File: config.mk
export PLATFORM = sky130hd
export DESIGN_NAME = stream_pipeline_top
export DESIGN_NICKNAME = d
export VERILOG_FILES = /design/src/design/stream_pkg.sv /design/src/design/stream_skid_buffer.sv /design/src/design/stream_op_stage.sv /design/src/design/stream_pipeline_top.sv
export SDC_FILE = /design/constraint.sdc
export NUM_CORES = 1
export LEC_CHECK = 0
export ABC_AREA = 1
export ABC_CLOCK_PERIOD_IN_PS = 3950
export BUFFER_PORTS_ARGS = -buffer_cell sky130_fd_sc_hd__buf_2
export CORE_AREA = 2 2 172 191
export CTS_BUF_LIST = sky130_fd_sc_hd__clkbuf_8
export CTS_CLUSTER_SIZE = 8
export DETAILED_ROUTE_END_ITERATION = 16
export DIE_AREA = 0 0 174 193
export GPL_ROUTABILITY_DRIVEN = 0
export HOLD_SLACK_MARGIN = 0.06
export MAX_ROUTING_LAYER = met4
export PLACE_DENSITY = 0.5
export SYNTH_ARGS = -nofsm -noshare
export SYNTH_HDL_FRONTEND = slang
export SYNTH_HIERARCHICAL = 1
export SYNTH_SLANG_ARGS = --single-unit
File: constraint.sdc
create_clock -name clock -period 3.95 [get_ports clock]
set_input_delay 0.79 -clock clock [delete_from_list [all_inputs] [get_ports clock]]
set_output_delay 0.79 -clock clock [all_outputs]
set_load 0.1 [all_outputs]
File: src/design/stream_pkg.sv
`default_nettype none

package stream_pkg;

    // Width of the payload word carried by every beat
    parameter int data_width = 32;

    // Width of the destination tag, which only travels along with the beat
    parameter int dest_width = 4;

    // Operation code carried in the user field of each beat
    typedef enum logic [1:0] {
        op_pass       = 2'd0,
        op_negate     = 2'd1,
        op_shift      = 2'd2,
        op_accumulate = 2'd3
    } stream_op_t;

    // One stream beat, 39 bits wide with the default widths
    typedef struct packed {
        logic [data_width-1:0] data;
        logic [dest_width-1:0] dest;
        stream_op_t            op;
        logic                  last;
    } stream_beat_t;

endpackage

`default_nettype wire

File: src/design/stream_skid_buffer.sv
`timescale 1ns/1ns
`default_nettype none

module stream_skid_buffer #(
    parameter bit register_output = 1'b1,
    parameter int data_width      = stream_pkg::data_width,
    parameter int dest_width      = stream_pkg::dest_width
) (
    input  logic                     clock,
    input  logic                     reset,
    input  stream_pkg::stream_beat_t in_beat,
    input  logic                     in_valid,
    output logic                     in_ready,
    output stream_pkg::stream_beat_t out_beat,
    output logic                     out_valid,
    input  logic                     out_ready
);
    import stream_pkg::*;

    logic in_xfer;
    logic out_stall;
    logic out_free;
    logic skidding;
    logic ready_after_reset;

    logic [data_width-1:0] skid_data;
    logic [dest_width-1:0] skid_dest;
    stream_op_t            skid_op;
    logic                  skid_last;
    stream_beat_t          skid_beat;

    assign in_xfer   = in_valid && in_ready;
    assign out_stall = out_valid && !out_ready;
    assign out_free  = !out_valid || out_ready;

    // A beat accepted while the output stalls has nowhere to go but the skid register
    always_ff @(posedge clock) begin
        if (!reset) begin
            skidding <= 1'b0;
        end else if (in_xfer && out_stall) begin
            skidding <= 1'b1;
        end else if (out_free) begin
            skidding <= 1'b0;
        end
    end

    // Ready comes up one edge after reset is released
    always_ff @(posedge clock) begin
        ready_after_reset <= reset;
    end

    assign in_ready = ready_after_reset && !skidding;

    // Skid storage only holds a beat that could not be passed on
    always_ff @(posedge clock) begin
        if (in_xfer && out_stall) begin
            skid_data <= in_beat.data;
            skid_dest <= in_beat.dest;
            skid_op   <= in_beat.op;
            skid_last <= in_beat.last;
        end
    end

    always_comb begin
        skid_beat.data = skid_data;
        skid_beat.dest = skid_dest;
        skid_beat.op   = skid_op;
        skid_beat.last = skid_last;
    end

    if (register_output) begin : g_registered_output

        // The output register refills only when it is empty or being drained
        always_ff @(posedge clock) begin
            if (!reset) begin
                out_valid <= 1'b0;
                out_beat  <= '0;
            end else if (out_free) begin
                if (skidding) begin
                    out_valid <= 1'b1;
                    out_beat  <= skid_beat;
                end else begin
                    out_valid <= in_xfer;
                    if (in_xfer) begin
                        out_beat <= in_beat;
                    end
                end
            end
        end

    end else begin : g_combinational_output

        // While skidding the stored beat goes first, otherwise the live input passes through
        assign out_valid = skidding || in_xfer;
        assign out_beat  = skidding ? skid_beat : in_beat;

    end

endmodule

`default_nettype wire

File: src/design/stream_op_stage.sv
`timescale 1ns/1ns
`default_nettype none

module stream_op_stage #(
    parameter int data_width = stream_pkg::data_width,
    parameter int dest_width = stream_pkg::dest_width
) (
    input  logic                     clock,
    input  logic                     reset,
    input  stream_pkg::stream_beat_t in_beat,
    input  logic                     in_valid,
    output logic                     in_ready,
    output stream_pkg::stream_beat_t out_beat,
    output logic                     out_valid,
    input  logic                     out_ready
);
    import stream_pkg::*;

    logic                  in_xfer;
    logic [data_width-1:0] in_data;
    logic [dest_width-1:0] in_dest;
    logic [data_width-1:0] running_sum;
    logic [data_width-1:0] sum_next;
    logic [data_width-1:0] result;

    // Accept a new beat whenever the output register is empty or drains this cycle
    assign in_ready = !out_valid || out_ready;
    assign in_xfer  = in_valid && in_ready;

    assign in_data = in_beat.data;
    assign in_dest = in_beat.dest;

    // Sum wraps modulo two to the data width
    assign sum_next = running_sum + in_data;

    always_comb begin
        case (in_beat.op)
            op_pass: begin
                result = in_data;
            end
            op_negate: begin
                result = -in_data;
            end
            op_shift: begin
                // Top bit falls off the end
                result = {in_data[data_width-2:0], 1'b0};
            end
            op_accumulate: begin
                result = sum_next;
            end
            default: begin
                result = in_data;
            end
        endcase
    end

    always_ff @(posedge clock) begin
        if (!reset) begin
            out_valid <= 1'b0;
        end else if (in_ready) begin
            out_valid <= in_valid;
        end
    end

    // Only accumulate beats move the sum, and the end of a packet starts it over
    always_ff @(posedge clock) begin
        if (!reset) begin
            running_sum <= '0;
        end else if (in_xfer) begin
            if (in_beat.last) begin
                running_sum <= '0;
            end else if (in_beat.op == op_accumulate) begin
                running_sum <= sum_next;
            end
        end
    end

    always_ff @(posedge clock) begin
        if (!reset) begin
            out_beat <= '0;
        end else if (in_xfer) begin
            out_beat.data <= result;
            out_beat.dest <= in_dest;
            out_beat.op   <= in_beat.op;
            out_beat.last <= in_beat.last;
        end
    end

endmodule

`default_nettype wire

File: src/design/stream_pipeline_top.sv
`timescale 1ns/1ns
`default_nettype none

module stream_pipeline_top #(
    parameter int data_width = stream_pkg::data_width,
    parameter int dest_width = stream_pkg::dest_width
) (
    input  logic                     clock,
    input  logic                     reset,
    input  stream_pkg::stream_beat_t in_beat,
    input  logic                     in_valid,
    output logic                     in_ready,
    output stream_pkg::stream_beat_t out_beat,
    output logic                     out_valid,
    input  logic                     out_ready
);
    import stream_pkg::*;

    stream_beat_t stage_in_beat;
    logic         stage_in_valid;
    logic         stage_in_ready;

    stream_beat_t stage_out_beat;
    logic         stage_out_valid;
    logic         stage_out_ready;

    // Input side registers its output so the upstream sees a clean register boundary
    stream_skid_buffer #(
        .register_output (1'b1),
        .data_width      (data_width),
        .dest_width      (dest_width)
    ) u_skid_in (
        .clock     (clock),
        .reset     (reset),
        .in_beat   (in_beat),
        .in_valid  (in_valid),
        .in_ready  (in_ready),
        .out_beat  (stage_in_beat),
        .out_valid (stage_in_valid),
        .out_ready (stage_in_ready)
    );

    stream_op_stage #(
        .data_width (data_width),
        .dest_width (dest_width)
    ) u_op_stage (
        .clock     (clock),
        .reset     (reset),
        .in_beat   (stage_in_beat),
        .in_valid  (stage_in_valid),
        .in_ready  (stage_in_ready),
        .out_beat  (stage_out_beat),
        .out_valid (stage_out_valid),
        .out_ready (stage_out_ready)
    );

    // Output side is combinational and only breaks the ready path
    stream_skid_buffer #(
        .register_output (1'b0),
        .data_width      (data_width),
        .dest_width      (dest_width)
    ) u_skid_out (
        .clock     (clock),
        .reset     (reset),
        .in_beat   (stage_out_beat),
        .in_valid  (stage_out_valid),
        .in_ready  (stage_out_ready),
        .out_beat  (out_beat),
        .out_valid (out_valid),
        .out_ready (out_ready)
    );

endmodule

`default_nettype wire

======== Word level (Yosys, flattened, before mapping) ========
Cells that the tools add are included.
cells by class
  muxes and demuxes ....................... 11
  add/subtract/negate cells ............... 2
  eq/ne operators ......................... 3
  reductions and logical operators ........ 27
operators with widths
  kind                                                  number
  case mux 32 bit (4 select lines)                      1
  2-to-1 mux 39 bit                                     3
  2-to-1 mux 32 bit                                     2
  adder 32 bit                                          1
  negator 32 bit                                        1
  logical AND 1 bit                                     9
  nonzero test 2 bit                                    4
  zero test 1 bit                                       7
  2-to-1 mux 1 bit                                      5
  equality test 2 bit (second input constant)           2
  logical OR 1 bit                                      4
  AND reduction 2 bit                                   2
  equality test 2 x 1 -> 1 bit (second input constant)  1
  zero test 2 bit                                       1
word-level totals
  word-level logic and storage cells ...... 65
  bits in registers ....................... 193
  output and inout bits ................... 41
  input port bits ......................... 43

======== Depth between registers and ports, before layout ========
  word-level depth ........................ 8
  depth in mapped cells ................... 17
  mapped depth without buffers ............ 17

======== Cells and area by module ========
Netlist, hierarchy kept.
modules (own cells, without submodules)
  module                            area an instance (um^2)  times used  sequential area each (um^2)  cells each
  stream_op_stage                   6839.1                   1           1441.4                       1183
  stream_skid_buffer at u_skid_in   3288.2                   1           2011.9                       388
  stream_skid_buffer at u_skid_out  1791.7                   1           1211.2                       177

======== Worst setup path before layout ========
OpenSTA, ideal clock, no wires.
  path type ............................... reg2reg
  start point ............................. reg u_skid_in.skidding
  end point ............................... reg u_skid_in.skid_data[0] (enable)
  path buffers ............................ 2
  arrival time ............................ 3.704 ns
  required time ........................... 3.514 ns
  cell stages (with the launch flop) ...... 6
  slack ................................... -0.190 ns
  cells stage by stage .................... dfxtp_1 > buf_4 > buf_2 > nor2_1 > nand2_1 > nor2_1
on the way
  word-level cells in the longest chain between the ends .. 4
ends and longest elaborated chain
  item                      RTL line                   text
  start: declaration        stream_skid_buffer.sv:23   logic skidding;
  start signal: assignment  stream_skid_buffer.sv:39   skidding <= 1'b0;
  start signal: assignment  stream_skid_buffer.sv:41   skidding <= 1'b1;
  start signal: assignment  stream_skid_buffer.sv:43   skidding <= 1'b0;
  zero test 1 bit           stream_skid_buffer.sv:52   assign in_ready = ready_after_reset && !skidding;
  logical AND 1 bit         stream_skid_buffer.sv:52
  named net in_ready        stream_pipeline_top.sv:12  output logic in_ready,
  logical AND 1 bit         stream_skid_buffer.sv:32   assign in_xfer = in_valid && in_ready;
  logical AND 1 bit         stream_skid_buffer.sv:56   if (in_xfer && out_stall) begin
  end signal: assignment    stream_skid_buffer.sv:57   skid_data <= in_beat.data;
  end: declaration          stream_skid_buffer.sv:26   logic [data_width-1:0] skid_data;
The timed path passes the listed nets, and every way through them passes these cells.
A chain may end at the register's enable or synchronous reset.

==> impl_metrics.yaml <==
sta:
  fin_ws_ns: 0.9343
  setup_viol: 0
  fmax_mhz: 331.6
  finClkSkew_ns: 0.02087
  finalSetupTns_ns: 0
  holdWs_ns: 0.4677
  worstMarginPinSlew_ns: 1.139
  slew-limit-headroom: 0.2390
  grt_setup_unrepaired: "no"
  finalMaxSlewViolations: 0
  min_period_ns: 3.016
  period_share: 0.7635
  hold_viol: 0
clock_tree:
  post-cts-setup-buffers: 0
  ctsHoldBuffers: 0
  cts.repair.resized: 0
  cts_sinks: 194
  cts_tree: "yes"
  clockBufferDepth: 2
  clk_latency_ns: 0.49
  cts_buffers: 17
  cts-htree-levels: 4
  cts.clk_slew.worst_paths_ns: 0.10
  root_buffer: "clkbuf_8"
final_layout:
  antennaDiodeCount: 0
  area_delta_synth_final_pct: 9.028
  fin_cells: 2238
  final_nets: 1875
  final_cell_mix: "631 x nand2_1, 219 x inv_1, 162 x nor2_1"
  drive_gt1_frac: 0.1175
  layout_commonest_cell: "nand2_1"
  stdcell_area_um2: 13000
global_route:
  grt_max_degree: 69
  grt_pass1_wl_um: 56220
  grt_pass1_vias: 10310
  grtUsageTotal: 0.2217
  antenna_found_initial: 0
  grt_overflow: 0
synthesis:
  synth-seq-cells: 194
  synth-xor-area-share: 0.01228
  synth_warnings: 6
  synth_top_family_by_area: "simple AND/OR/NAND/NOR gates"
  synth-compound-area-share: 0.1050
  synth_cell_type_count: 52
  ys_seq_area_frac: 0.3913
  post_synth.cell_area_avg_um2: 6.819
  synth.cell_area_um2: 11920
  synthSimpleGateAreaFrac: 0.3473
  syn_nets: 1824
  synthAdderAreaFrac: 0.03527
  synth.area.mux_share: 0
  syn_inst: 1748
setup_path:
  worstPathMaxFanout: 40
  start_kind: "flip-flop"
  criticalPathCategory: "flip-flop to primary output"
  end_kind: "primary output"
  worstPathArrival_ns: 2.23
  required_ns: 3.16
placed_design:
  pre_cts_slack_ns: 1.338
  placed_cells: 2206
  dp_hpwl_um: 26150
  io_buffer_count: 83
  dpl-instance-area_um2: 12580
floorplanning:
  start_util: 0.3752
  num_rows: 69
  die-height_um: 193
  coreArea_um2: 31770
  floorplan.die_area_um2: 33580
  die_x_um: 174
  io_pins: 84
run_status:
  status: "completed"
routing:
  wl_um: 35470
  first_pass_iters: 5
  routed_via_density: 4.877
  drt_iter0_drc: 749
  routedWlPerCell_um: 15.85
  vias: 10920
  ant_nets: 0
  drc_errors: 0
pwr:
  ir_drop_uv: 212.6
  power_density_nw_per_um2: 332.6
  leakage_nw: 6.267
flow_run:
  cap_viol_max_count: 0
worst_hold_path:
  hold_path.class: "flip-flop to flip-flop"
[critical path: stages, from the launching register on]
cell,delay [ns]
dfxtp_1,0.69
buf_4,0.42
inv_8,0.15
nand2_1,0.10
nand2_1,0.06
buf_2,0.29
[path summary, 6_finish.rpt]
| check | from | endpoint | slack [ns] | cells after the start |
|---|---|---|---|---|
| max reg2reg | u_skid_in/out_beat[7]$_SDFFE_PN0P_ | u_op_stage/out_beat[37]$_SDFFE_PN0P_ | 1.29 | 17 |
| max | u_skid_out/skidding$_SDFFE_PN0P_ | out_beat[15] | 0.93 | 5 |
| min reg2reg | u_op_stage/out_beat[28]$_SDFFE_PN0P_ | u_skid_out/skid_data[21]$_DFFE_PP_ | 0.47 | 0 |
| min | u_op_stage/out_beat[28]$_SDFFE_PN0P_ | u_skid_out/skid_data[21]$_DFFE_PP_ | 0.47 | 0 |
[final cells by class]
class,count,area [µm²]
clock buffer,17,234.0
clock inverter,15,176.4
fill,3522,18780
inverter,234,885.9
multi-input combinational,1256,5976
sequential,194,4664
tap,426,533.0
timing repair buffer,96,525.5
[synthesized netlist by cell type, drive strengths merged]
cell         instances  share of area
nand2              653           0.21
inv                233          0.074
nor2               184          0.066
a21oi              163          0.072
dfxtp              116           0.19
nand3              108          0.051
edfxtp              78           0.20
o21ai               47          0.020
buf                 43          0.027
ha                  32          0.034
clkbuf              18         0.0058
nor3                13         0.0078
nand4               12         0.0068
xor2                12          0.010
o2111ai              4         0.0029
dlygate4sd1          3         0.0022
o22ai                3         0.0016
or2                  3         0.0018
xnor2                3         0.0022
a211oi               2         0.0013
a21o                 2         0.0013
a2bb2oi              2         0.0015
a31oi                2         0.0010
nand3b               2         0.0013
o211ai               2         0.0013
o21bai               2         0.0013
o31ai                2         0.0013
and2                 1        0.00053
clkinv               1        0.00031
fa                   1         0.0017
nor4                 1        0.00053
[through the flow]
| stage | util | power, mW |
|---|---|---|
| global route | 0.4090 | 4.526 |
| detailed placement | 0.3961 | 2.977 |
| finish | 0.4090 | 4.322 |
| CTS | 0.4090 | 4.386 |
| floorplan | - | 2.774 |
| global placement | 0.3961 | 2.975 |
[report_power, final]
part | internal [mW] | switching [mW] | total, mW
Sequential | 2.13 | 0.0846 | 2.21
Combinational | 0.198 | 0.524 | 0.722
Clock | 0.583 | 0.807 | 1.39
Total | 2.91 | 1.42 | 4.32
[sequential cells by signal (all words and copies together) (netlist names)]
| name | count |
|---|---|
| u_skid_in/skid_op | 2 |
| u_skid_in/skid_last | 1 |
| u_skid_in/skid_dest | 4 |
| u_skid_out/skid_op | 2 |
| u_skid_out/skid_dest | 4 |
| u_skid_out/skidding | 1 |
| u_skid_in/out_valid | 1 |
| u_skid_out/skid_data | 32 |
| u_skid_in/skidding | 1 |
| u_skid_in/ready_after_reset | 1 |
| u_skid_in/skid_data | 32 |
| u_skid_out/ready_after_reset | 1 |
| u_skid_out/skid_last | 1 |
| u_skid_in/out_beat | 39 |
| u_op_stage/out_beat | 39 |
| u_op_stage/running_sum | 32 |
| u_op_stage/out_valid | 1 |
[logic make-up after synthesis]
family	after synthesis
buf+inv	298
xor+xnor	15
fa+ha+maj	33
compound gates	231
simple gates	977
flops	194
[routing by layer]
layer	track usage	vias up	wire length, µm	part of all wire
met5	-	-	0	0
met4	0.07692	0	919	0.026
met2	0.3596	277	16250	0.46
met1	0.2907	4975	16840	0.47
li1	-	5611	-	-
met3	0.02275	52	1457	0.041
(Power assumes the default switching activity.)
